### src/design/cachePkg.sv
package cachePkg;

  localparam int LINES      = 32;
  localparam int LINE_BYTES = 8;
  localparam int IDX_BITS   = 5;
  localparam int OFF_BITS   = 3;
  localparam int TAG_BITS   = 24; // Physical address bits 31..8
  localparam int PAGE_BITS  = 12;
  localparam int VPN_BITS   = 20;
  localparam int PPN_BITS   = 20;

  typedef logic [LINE_BYTES-1:0][7:0] line_t; // Byte 0 in the low bits

  typedef struct packed {
    logic [PPN_BITS-1:0]  ppn;
    logic [PAGE_BITS-1:0] pageOff;
  } pageView_t;

  typedef struct packed {
    logic [TAG_BITS-1:0] tag;
    logic [IDX_BITS-1:0] index;
    logic [OFF_BITS-1:0] byteOff;
  } cacheView_t;

  // Same 32-bit physical address seen as page fields or as cache fields
  typedef union packed {
    pageView_t  pageView;
    cacheView_t cacheView;
  } physAddr_u;

  typedef struct packed {
    logic        write; // Store when set
    logic        word;  // 32-bit access when set
    logic [31:0] vaddr;
    logic [31:0] wdata;
  } cacheReq_t;

  typedef struct packed {
    logic [31:0] loadData;
    logic        fault;
  } cacheResp_t;

  typedef struct packed {
    logic [VPN_BITS-1:0] vpn;
    logic [PPN_BITS-1:0] ppn;
  } tlbEntry_t;

endpackage
### src/design/dataCacheTop.sv
`timescale 1ns/10ps

module dataCacheTop #(
  parameter int TLB_ENTRIES = 4
) (
  input  logic                 clk,
  input  logic                 rst,
  input  logic                 reqStrobe,
  input  cachePkg::cacheReq_t  req,
  output logic                 busy,
  output logic                 done,
  output cachePkg::cacheResp_t resp,
  input  logic                 tlbWrite,
  input  cachePkg::tlbEntry_t  tlbEntry,
  output logic                 memReadReq,
  output logic                 memWriteReq,
  output logic [31:0]          memAddr,
  output cachePkg::line_t      memWriteLine,
  input  logic                 memFill,
  input  cachePkg::line_t      memLine
);

  logic [cachePkg::VPN_BITS-1:0] vpn;
  logic [cachePkg::PPN_BITS-1:0] ppn;
  logic                          tlbMiss;
  logic [cachePkg::IDX_BITS-1:0] idx;
  logic [cachePkg::TAG_BITS-1:0] tag;
  logic [cachePkg::TAG_BITS-1:0] victimTag;
  logic [cachePkg::OFF_BITS-1:0] byteOff;
  logic                          word;
  logic [31:0]                   wdata;
  logic [31:0]                   loadData;
  logic                          hit;
  logic                          dirty;
  logic                          storeWrite;
  logic                          lineFill;
  logic                          tagFill;
  logic                          markDirty;
  cachePkg::line_t               fillLine;
  cachePkg::line_t               line;

  cacheCtrl u_ctrl (
    .clk, .rst, .reqStrobe, .req, .busy, .done, .resp,
    .ppn, .tlbMiss, .hit, .dirty, .victimTag, .loadData, .line,
    .memFill, .memLine, .vpn, .idx, .tag, .byteOff, .word, .wdata,
    .storeWrite, .lineFill, .tagFill, .markDirty, .fillLine,
    .memReadReq, .memWriteReq, .memAddr, .memWriteLine
  );

  tagStore u_tags (
    .clk, .rst, .idx, .tag, .fill(tagFill), .markDirty,
    .hit, .dirty, .victimTag
  );

  lineStore u_lines (
    .clk, .idx, .byteOff, .word, .write(storeWrite), .fill(lineFill),
    .wdata, .fillLine, .line, .loadData
  );

  transBuffer #(
    .TLB_ENTRIES(TLB_ENTRIES)
  ) u_tlb (
    .clk, .rst, .vpn, .ppn, .tlbMiss, .tlbWrite, .tlbEntry
  );

endmodule

### src/design/cacheCtrl.sv
`timescale 1ns/10ps

module cacheCtrl (
  input  logic                          clk,
  input  logic                          rst,
  input  logic                          reqStrobe,
  input  cachePkg::cacheReq_t           req,
  output logic                          busy,
  output logic                          done,
  output cachePkg::cacheResp_t          resp,
  input  logic [cachePkg::PPN_BITS-1:0] ppn,
  input  logic                          tlbMiss,
  input  logic                          hit,
  input  logic                          dirty,
  input  logic [cachePkg::TAG_BITS-1:0] victimTag,
  input  logic [31:0]                   loadData,
  input  cachePkg::line_t               line,
  input  logic                          memFill,
  input  cachePkg::line_t               memLine,
  output logic [cachePkg::VPN_BITS-1:0] vpn,
  output logic [cachePkg::IDX_BITS-1:0] idx,
  output logic [cachePkg::TAG_BITS-1:0] tag,
  output logic [cachePkg::OFF_BITS-1:0] byteOff,
  output logic                          word,
  output logic [31:0]                   wdata,
  output logic                          storeWrite,
  output logic                          lineFill,
  output logic                          tagFill,
  output logic                          markDirty,
  output cachePkg::line_t               fillLine,
  output logic                          memReadReq,
  output logic                          memWriteReq,
  output logic [31:0]                   memAddr,
  output cachePkg::line_t               memWriteLine
);

  typedef enum logic [2:0] {
    Idle,
    Lookup,
    WriteBack,
    ReadReq,
    WaitFill,
    Done
  } state_t;

  state_t              state;
  state_t              nextState;
  cachePkg::cacheReq_t reqR;
  cachePkg::physAddr_u physAddr;
  logic                fault;

  // Built as page number plus offset, read back as tag, index, offset
  always_comb begin
    physAddr.pageView.ppn     = ppn;
    physAddr.pageView.pageOff = reqR.vaddr[cachePkg::PAGE_BITS-1:0];
  end

  assign vpn     = reqR.vaddr[31:cachePkg::PAGE_BITS];
  assign idx     = physAddr.cacheView.index;
  assign tag     = physAddr.cacheView.tag;
  assign byteOff = physAddr.cacheView.byteOff;
  assign word    = reqR.word;
  assign wdata   = reqR.wdata;

  assign fault = tlbMiss || (reqR.word && byteOff[1:0] != 2'b00); // Word must be 4-aligned

  assign busy = (state != Idle) && (state != Done);
  assign done = (state == Done);
  assign resp = '{loadData: loadData, fault: fault};

  // Stores commit on the edge that ends done
  assign storeWrite = done && reqR.write && !fault;
  assign markDirty  = storeWrite;

  assign lineFill = (state == WaitFill) && memFill;
  assign tagFill  = lineFill;
  assign fillLine = memLine;

  assign memWriteReq  = (state == WriteBack);
  assign memReadReq   = (state == ReadReq);
  assign memWriteLine = line; // Victim still sits at this index
  assign memAddr      = memWriteReq ? {victimTag, idx, {cachePkg::OFF_BITS{1'b0}}}
                                    : {tag, idx, {cachePkg::OFF_BITS{1'b0}}};

  always_comb begin
    nextState = state;
    case (state)
      Idle, Done: nextState = reqStrobe ? Lookup : Idle;
      Lookup: begin
        if (fault || hit) begin
          nextState = Done;
        end else if (dirty) begin
          nextState = WriteBack;
        end else begin
          nextState = ReadReq;
        end
      end
      WriteBack: nextState = ReadReq;
      ReadReq:   nextState = WaitFill;
      WaitFill: begin
        if (memFill) begin
          nextState = Lookup; // Re-check, now a hit
        end
      end
      default: nextState = Idle;
    endcase
  end

  always_ff @(posedge clk) begin
    if (rst) begin
      state <= Idle;
    end else begin
      state <= nextState;
    end
  end

  always_ff @(posedge clk) begin
    if (reqStrobe && !busy) begin
      reqR <= req;
    end
  end

endmodule

### src/design/transBuffer.sv
`timescale 1ns/10ps

module transBuffer #(
  parameter int TLB_ENTRIES = 4
) (
  input  logic                          clk,
  input  logic                          rst,
  input  logic [cachePkg::VPN_BITS-1:0] vpn,
  output logic [cachePkg::PPN_BITS-1:0] ppn,
  output logic                          tlbMiss,
  input  logic                          tlbWrite,
  input  cachePkg::tlbEntry_t           tlbEntry
);

  localparam int PTR_BITS = (TLB_ENTRIES > 1) ? $clog2(TLB_ENTRIES) : 1;

  cachePkg::tlbEntry_t    entries [TLB_ENTRIES];
  logic [TLB_ENTRIES-1:0] valid;
  logic [PTR_BITS-1:0]    fillPtr; // Round-robin victim slot

  // Fully associative compare
  always_comb begin
    tlbMiss = 1'b1;
    ppn     = '0;
    for (int i = 0; i < TLB_ENTRIES; i++) begin
      if (valid[i] && entries[i].vpn == vpn) begin
        tlbMiss = 1'b0;
        ppn     = entries[i].ppn;
      end
    end
  end

  always_ff @(posedge clk) begin
    if (rst) begin
      valid   <= '0;
      fillPtr <= '0;
    end else if (tlbWrite) begin
      valid[fillPtr] <= 1'b1;
      if (fillPtr == PTR_BITS'(TLB_ENTRIES - 1)) begin
        fillPtr <= '0;
      end else begin
        fillPtr <= fillPtr + 1'b1;
      end
    end
  end

  always_ff @(posedge clk) begin
    if (tlbWrite) begin
      entries[fillPtr] <= tlbEntry;
    end
  end

endmodule

### src/design/lineStore.sv
`timescale 1ns/10ps

module lineStore (
  input  logic                          clk,
  input  logic [cachePkg::IDX_BITS-1:0] idx,
  input  logic [cachePkg::OFF_BITS-1:0] byteOff,
  input  logic                          word,
  input  logic                          write,
  input  logic                          fill,
  input  logic [31:0]                   wdata,
  input  cachePkg::line_t               fillLine,
  output cachePkg::line_t               line,
  output logic [31:0]                   loadData
);

  cachePkg::line_t mem [cachePkg::LINES];

  logic [7:0] b0;
  logic [7:0] b1;
  logic [7:0] b2;
  logic [7:0] b3;

  assign line = mem[idx];

  // Bytes from the offset upward, offset wraps inside the line
  assign b0 = line[byteOff];
  assign b1 = line[byteOff + 3'd1];
  assign b2 = line[byteOff + 3'd2];
  assign b3 = line[byteOff + 3'd3];

  assign loadData = word ? {b3, b2, b1, b0} : {{24{b0[7]}}, b0}; // Sign-extend bytes

  always_ff @(posedge clk) begin
    if (fill) begin
      mem[idx] <= fillLine;
    end else if (write) begin
      for (int k = 0; k < 4; k++) begin
        if (word || k == 0) begin
          mem[idx][byteOff + 3'(k)] <= wdata[8*k +: 8]; // Little-endian
        end
      end
    end
  end

endmodule

### src/design/tagStore.sv
`timescale 1ns/10ps

module tagStore (
  input  logic                          clk,
  input  logic                          rst,
  input  logic [cachePkg::IDX_BITS-1:0] idx,
  input  logic [cachePkg::TAG_BITS-1:0] tag,
  input  logic                          fill,
  input  logic                          markDirty,
  output logic                          hit,
  output logic                          dirty,
  output logic [cachePkg::TAG_BITS-1:0] victimTag
);

  logic [cachePkg::TAG_BITS-1:0] tags [cachePkg::LINES];
  logic [cachePkg::LINES-1:0]    validBits;
  logic [cachePkg::LINES-1:0]    dirtyBits;

  assign victimTag = tags[idx];
  assign hit       = validBits[idx] && (tags[idx] == tag);
  assign dirty     = dirtyBits[idx]; // Only ever set on a valid line

  always_ff @(posedge clk) begin
    if (rst) begin
      validBits <= '0;
      dirtyBits <= '0;
    end else if (fill) begin
      validBits[idx] <= 1'b1;
      dirtyBits[idx] <= 1'b0; // Fresh line from memory
    end else if (markDirty) begin
      dirtyBits[idx] <= 1'b1;
    end
  end

  always_ff @(posedge clk) begin
    if (fill) begin
      tags[idx] <= tag;
    end
  end

endmodule

### config.mk
export PLATFORM = sky130hd
export DESIGN_NAME = dataCacheTop
export DESIGN_NICKNAME = d
export VERILOG_FILES = /design/src/design/cachePkg.sv /design/src/design/dataCacheTop.sv /design/src/design/cacheCtrl.sv /design/src/design/transBuffer.sv /design/src/design/lineStore.sv /design/src/design/tagStore.sv
export SDC_FILE = /design/constraint.sdc
export NUM_CORES = 2
export LEC_CHECK = 0
export ABC_CLOCK_PERIOD_IN_PS = 4800
export BUFFER_PORTS_ARGS = -buffer_cell sky130_fd_sc_hd__buf_2
export CAP_MARGIN = 20
export CORE_MARGIN = 10
export CORE_UTILIZATION = 55
export CTS_CLUSTER_DIAMETER = 100
export DETAILED_ROUTE_END_ITERATION = 6
export GPL_ROUTABILITY_DRIVEN = 0
export PLACE_DENSITY = 0.75
export SLEW_MARGIN = 20
export SYNTH_ARGS = -nofsm -noshare
export SYNTH_HDL_FRONTEND = slang
export SYNTH_SLANG_ARGS = --single-unit
### constraint.sdc
create_clock -name clk -period 4.8 [get_ports clk]
set_clock_uncertainty 0.2 [all_clocks]
set_input_delay 1.2 -clock clk [delete_from_list [all_inputs] [get_ports clk]]
set_output_delay 1.2 -clock clk [all_outputs]
set_load 0.005 [all_outputs]
==> flow_summary.toml <==
[run_status]
status = "finished with violations"
violations = "negative setup slack"

[yosys]
ys_ff_latch = 3120
synth_area_per_cell_um2 = 19.5
synth_adder_area_share_pct = 0.0990
synth_simple_gate_area_share_pct = 3.90
synth-compound-area-share_pct = 2.82
synth_async_sr_flop_share_pct = 0
synth.area.mux_share_pct = 17.3
synth_xor_area_share_pct = 0.672
synth_ff_type = "edfxtp_1"
ys_types = 90
synth_edf_count = 3042
synth_seq_area_share_pct = 73.5
syn_area_um2 = 126000
yosys_warnings = 0
synth_top_family_by_area = "multiplexers"
syn_inst = 6465

[detailed_routing]
wl_per_cell_um = 35.5
drc = 0
vias = 74400
vias_per_cell = 6.85
dr.pass1.iters = 7
ant_nets = 0
drt_iter0_markers = 12300
routed_wl_mm = 385

[floorplan]
die_area_um2 = 249000
die-width_um = 499
row_count = 175
initial_core_util_pct = 55.4
io_pins = 308
dieHeight_um = 499
core_um2 = 228000

[worst_hold_path]
hp-start = "req[41]"
hp-class = "in -> reg"

[finish]
syn_to_final_growth_pct = 20.6
mostFrequentLayoutCell = "edfxtp_1"
nFillCells = 13600
final_core_util_pct = 66.8
fin_nets = 7767
layout-drive-gt1-share_pct = 37.3
layout_common_cells = "edfxtp_1 (3,042), mux4_2 (814), buf_4 (585)"
postLayoutCellArea_um2 = 152000

[sta]
finalCritPeriodShare_pct = 126
rsz0062_at_grt = "true"
max_slew_margin_pct = 14.7
drv_slew = 0
hold_viol = 0
tightest_slew_ns = 1.28
max_freq_ghz = 0.166
setup_violations = 2493
finalSetupTns_ns = -336.88
fin_ws_ns = -1.23
finalCriticalPeriod_ns = 6.03

[clocking]
tritoncts = "built"
cts-root-buf = "clkbuf_16"
path_clk_slew_ns = 0.07
insertion_delay_ns = 1.01
cts.sinks = 3120
cts.hold.buffers_added = 0
cts_max_level = 5
cts_buffers = 326
cts_buffer_depth = 4

[global_routing]
grt_pass1_vias = 74000
grt_first_pass_wirelength_mm = 541
grt_max_degree = 71
antenna_found_initial = 17
grt.overflow.total = 0
grt_util_all_layers_pct = 30.0

[placement]
port-buffer-count = 304
place_ws_ns = -0.425
place_area_um2 = 137000
dp_hpwl_mm = 231

[power]
ir_drop_v = 0.000409
p_total_mw = 63.5
power_density_nw_per_um2 = 417
leakage_nw = 49.4

[setup_path]
crit_fanout = 9
cp-end-kind = "output pin"
worstPathArrival_ns = 4.63
startpoint_type = "flop"
path_class = "reg -> out"
r2r-start = "u_ctrl.vpn[4]"
required_ns = 3.40

[flow_run]
maxCapViolCount = 0
-- sequential cells by signal, summed over array words and instances (netlist names), named ones only --
| register | count |
|---|---|
| u_ctrl.byteOff | 3 |
| u_tlb.entries | 160 |
| u_ctrl.tag | 4 |
| u_ctrl.reqR | 1 |
| u_tlb.valid | 4 |
| u_ctrl.vpn | 20 |
| u_tlb.fillPtr | 2 |
| u_ctrl.idx | 5 |
| u_lines.mem | 2048 |
| u_ctrl.wdata | 32 |
| u_ctrl.state | 3 |
| u_tags.tags | 768 |
| u_tags.validBits | 32 |
| u_ctrl.word | 1 |
-- stage by stage --
| step | hold WS, ns | std cells |
|---|---|---|
| 3_5_place_dp | 0.257 | 10100 |
| 4_1_cts | 0.116 | 10800 |
| 2_1_floorplan | 0.235 | 6467 |
| 6_report | 0.165 | 10900 |
| 3_3_place_gp | 0.245 | 10100 |
| 5_1_grt | 0.149 | 10800 |
-- worst max-delay path, stage by stage (launching register included) --
cell     delay, ns
dfxtp_4       0.36
buf_12        0.12
buf_16        0.17
buf_16        0.20
buf_16        0.16
mux4_2        0.52
mux4_2        0.55
mux2i_2       0.23
buf_4         0.21
a21oi_1       0.16
mux4_2        0.57
a21o_1        0.23
buf_2         0.13
-- logic make-up after synthesis --
| group | count (synthesis) |
|---|---|
| xor+xnor | 97 |
| flops | 3120 |
| simple gates | 1121 |
| buf+inv | 440 |
| mux | 1156 |
| fa+ha+maj | 10 |
| other cells | 1 |
| compound gates | 520 |
-- synthesized netlist by cell type (23+ instances only) --
library cell	count	area share (%)
dfxtp_1	78	1.2
nand2_1	237	0.70
o21ai_1	35	0.14
xor2_1	40	0.28
nand3_1	61	0.24
buf_1	63	0.19
mux2_2	96	0.86
a221o_1	34	0.27
edfxtp_1	3042	72
nand4_1	41	0.20
xnor2_1	57	0.40
nor3_1	57	0.23
nor2b_1	23	0.11
o21ai_0	86	0.34
mux2i_1	237	1.9
nor2_1	579	1.7
a21oi_1	99	0.39
a21o_1	31	0.18
clkbuf_1	176	0.52
buf_4	40	0.24
a22oi_1	41	0.24
buf_2	103	0.41
inv_1	29	0.086
a31oi_1	54	0.27
mux4_2	814	15
-- layer usage --
| layer | routed length, um | GRT usage [%] | vias to the layer above |
|---|---|---|---|
| met5 | 189 | 0 | - |
| met4 | 24700 | 15.5 | 22 |
| met3 | 51400 | 9.35 | 1412 |
| met2 | 179000 | 46.6 | 6292 |
| met1 | 130000 | 38.6 | 37900 |
| li1 | - | - | 28700 |
-- report_power, final --
part	leakage (nW)	internal [mW]	switching, mW
clock network	4.97	14.2	10.4
registers	26.7	30.0	0.218
logic	17.7	4.03	4.78
-- what timing repair did --
| item | in CTS | in global routing |
|---|---|---|
| endpoints found under the setup margin | 391 | 534 |
| setup buffers | 118 | 71 |
| pin swaps | 44 | 39 |
| cloned | 30 | 6 |
| endpoints found under the hold margin | 0 | 0 |
| resized for setup | 435 | 197 |
-- path summary, 6_finish.rpt --
kind	end	slack (ns)	depth (start not counted)
max	resp[17]	-1.23	12
min	u_ctrl.tag[1]	0.16	1
min reg2reg	u_tags.validBits[27]	0.27	2
max reg2reg	u_lines.mem[17][5]	-0.30	14
-- final cells by class --
| class | instances | area [um^2] | area share (%) |
|---|---|---|---|
| Antenna cell | 23 | 57.6 | 0.0378 |
| Clock buffer | 400 | 8520 | 5.59 |
| Clock inverter | 169 | 1620 | 1.07 |
| Inverter | 35 | 164 | 0.108 |
| Multi-Input combinational cell | 2908 | 33500 | 22.0 |
| Sequential cell | 3120 | 92900 | 61.0 |
| Tap cell | 3009 | 3760 | 2.47 |
| Timing Repair Buffer | 1191 | 11800 | 7.73 |
Power figures use the tool's default switching activity.
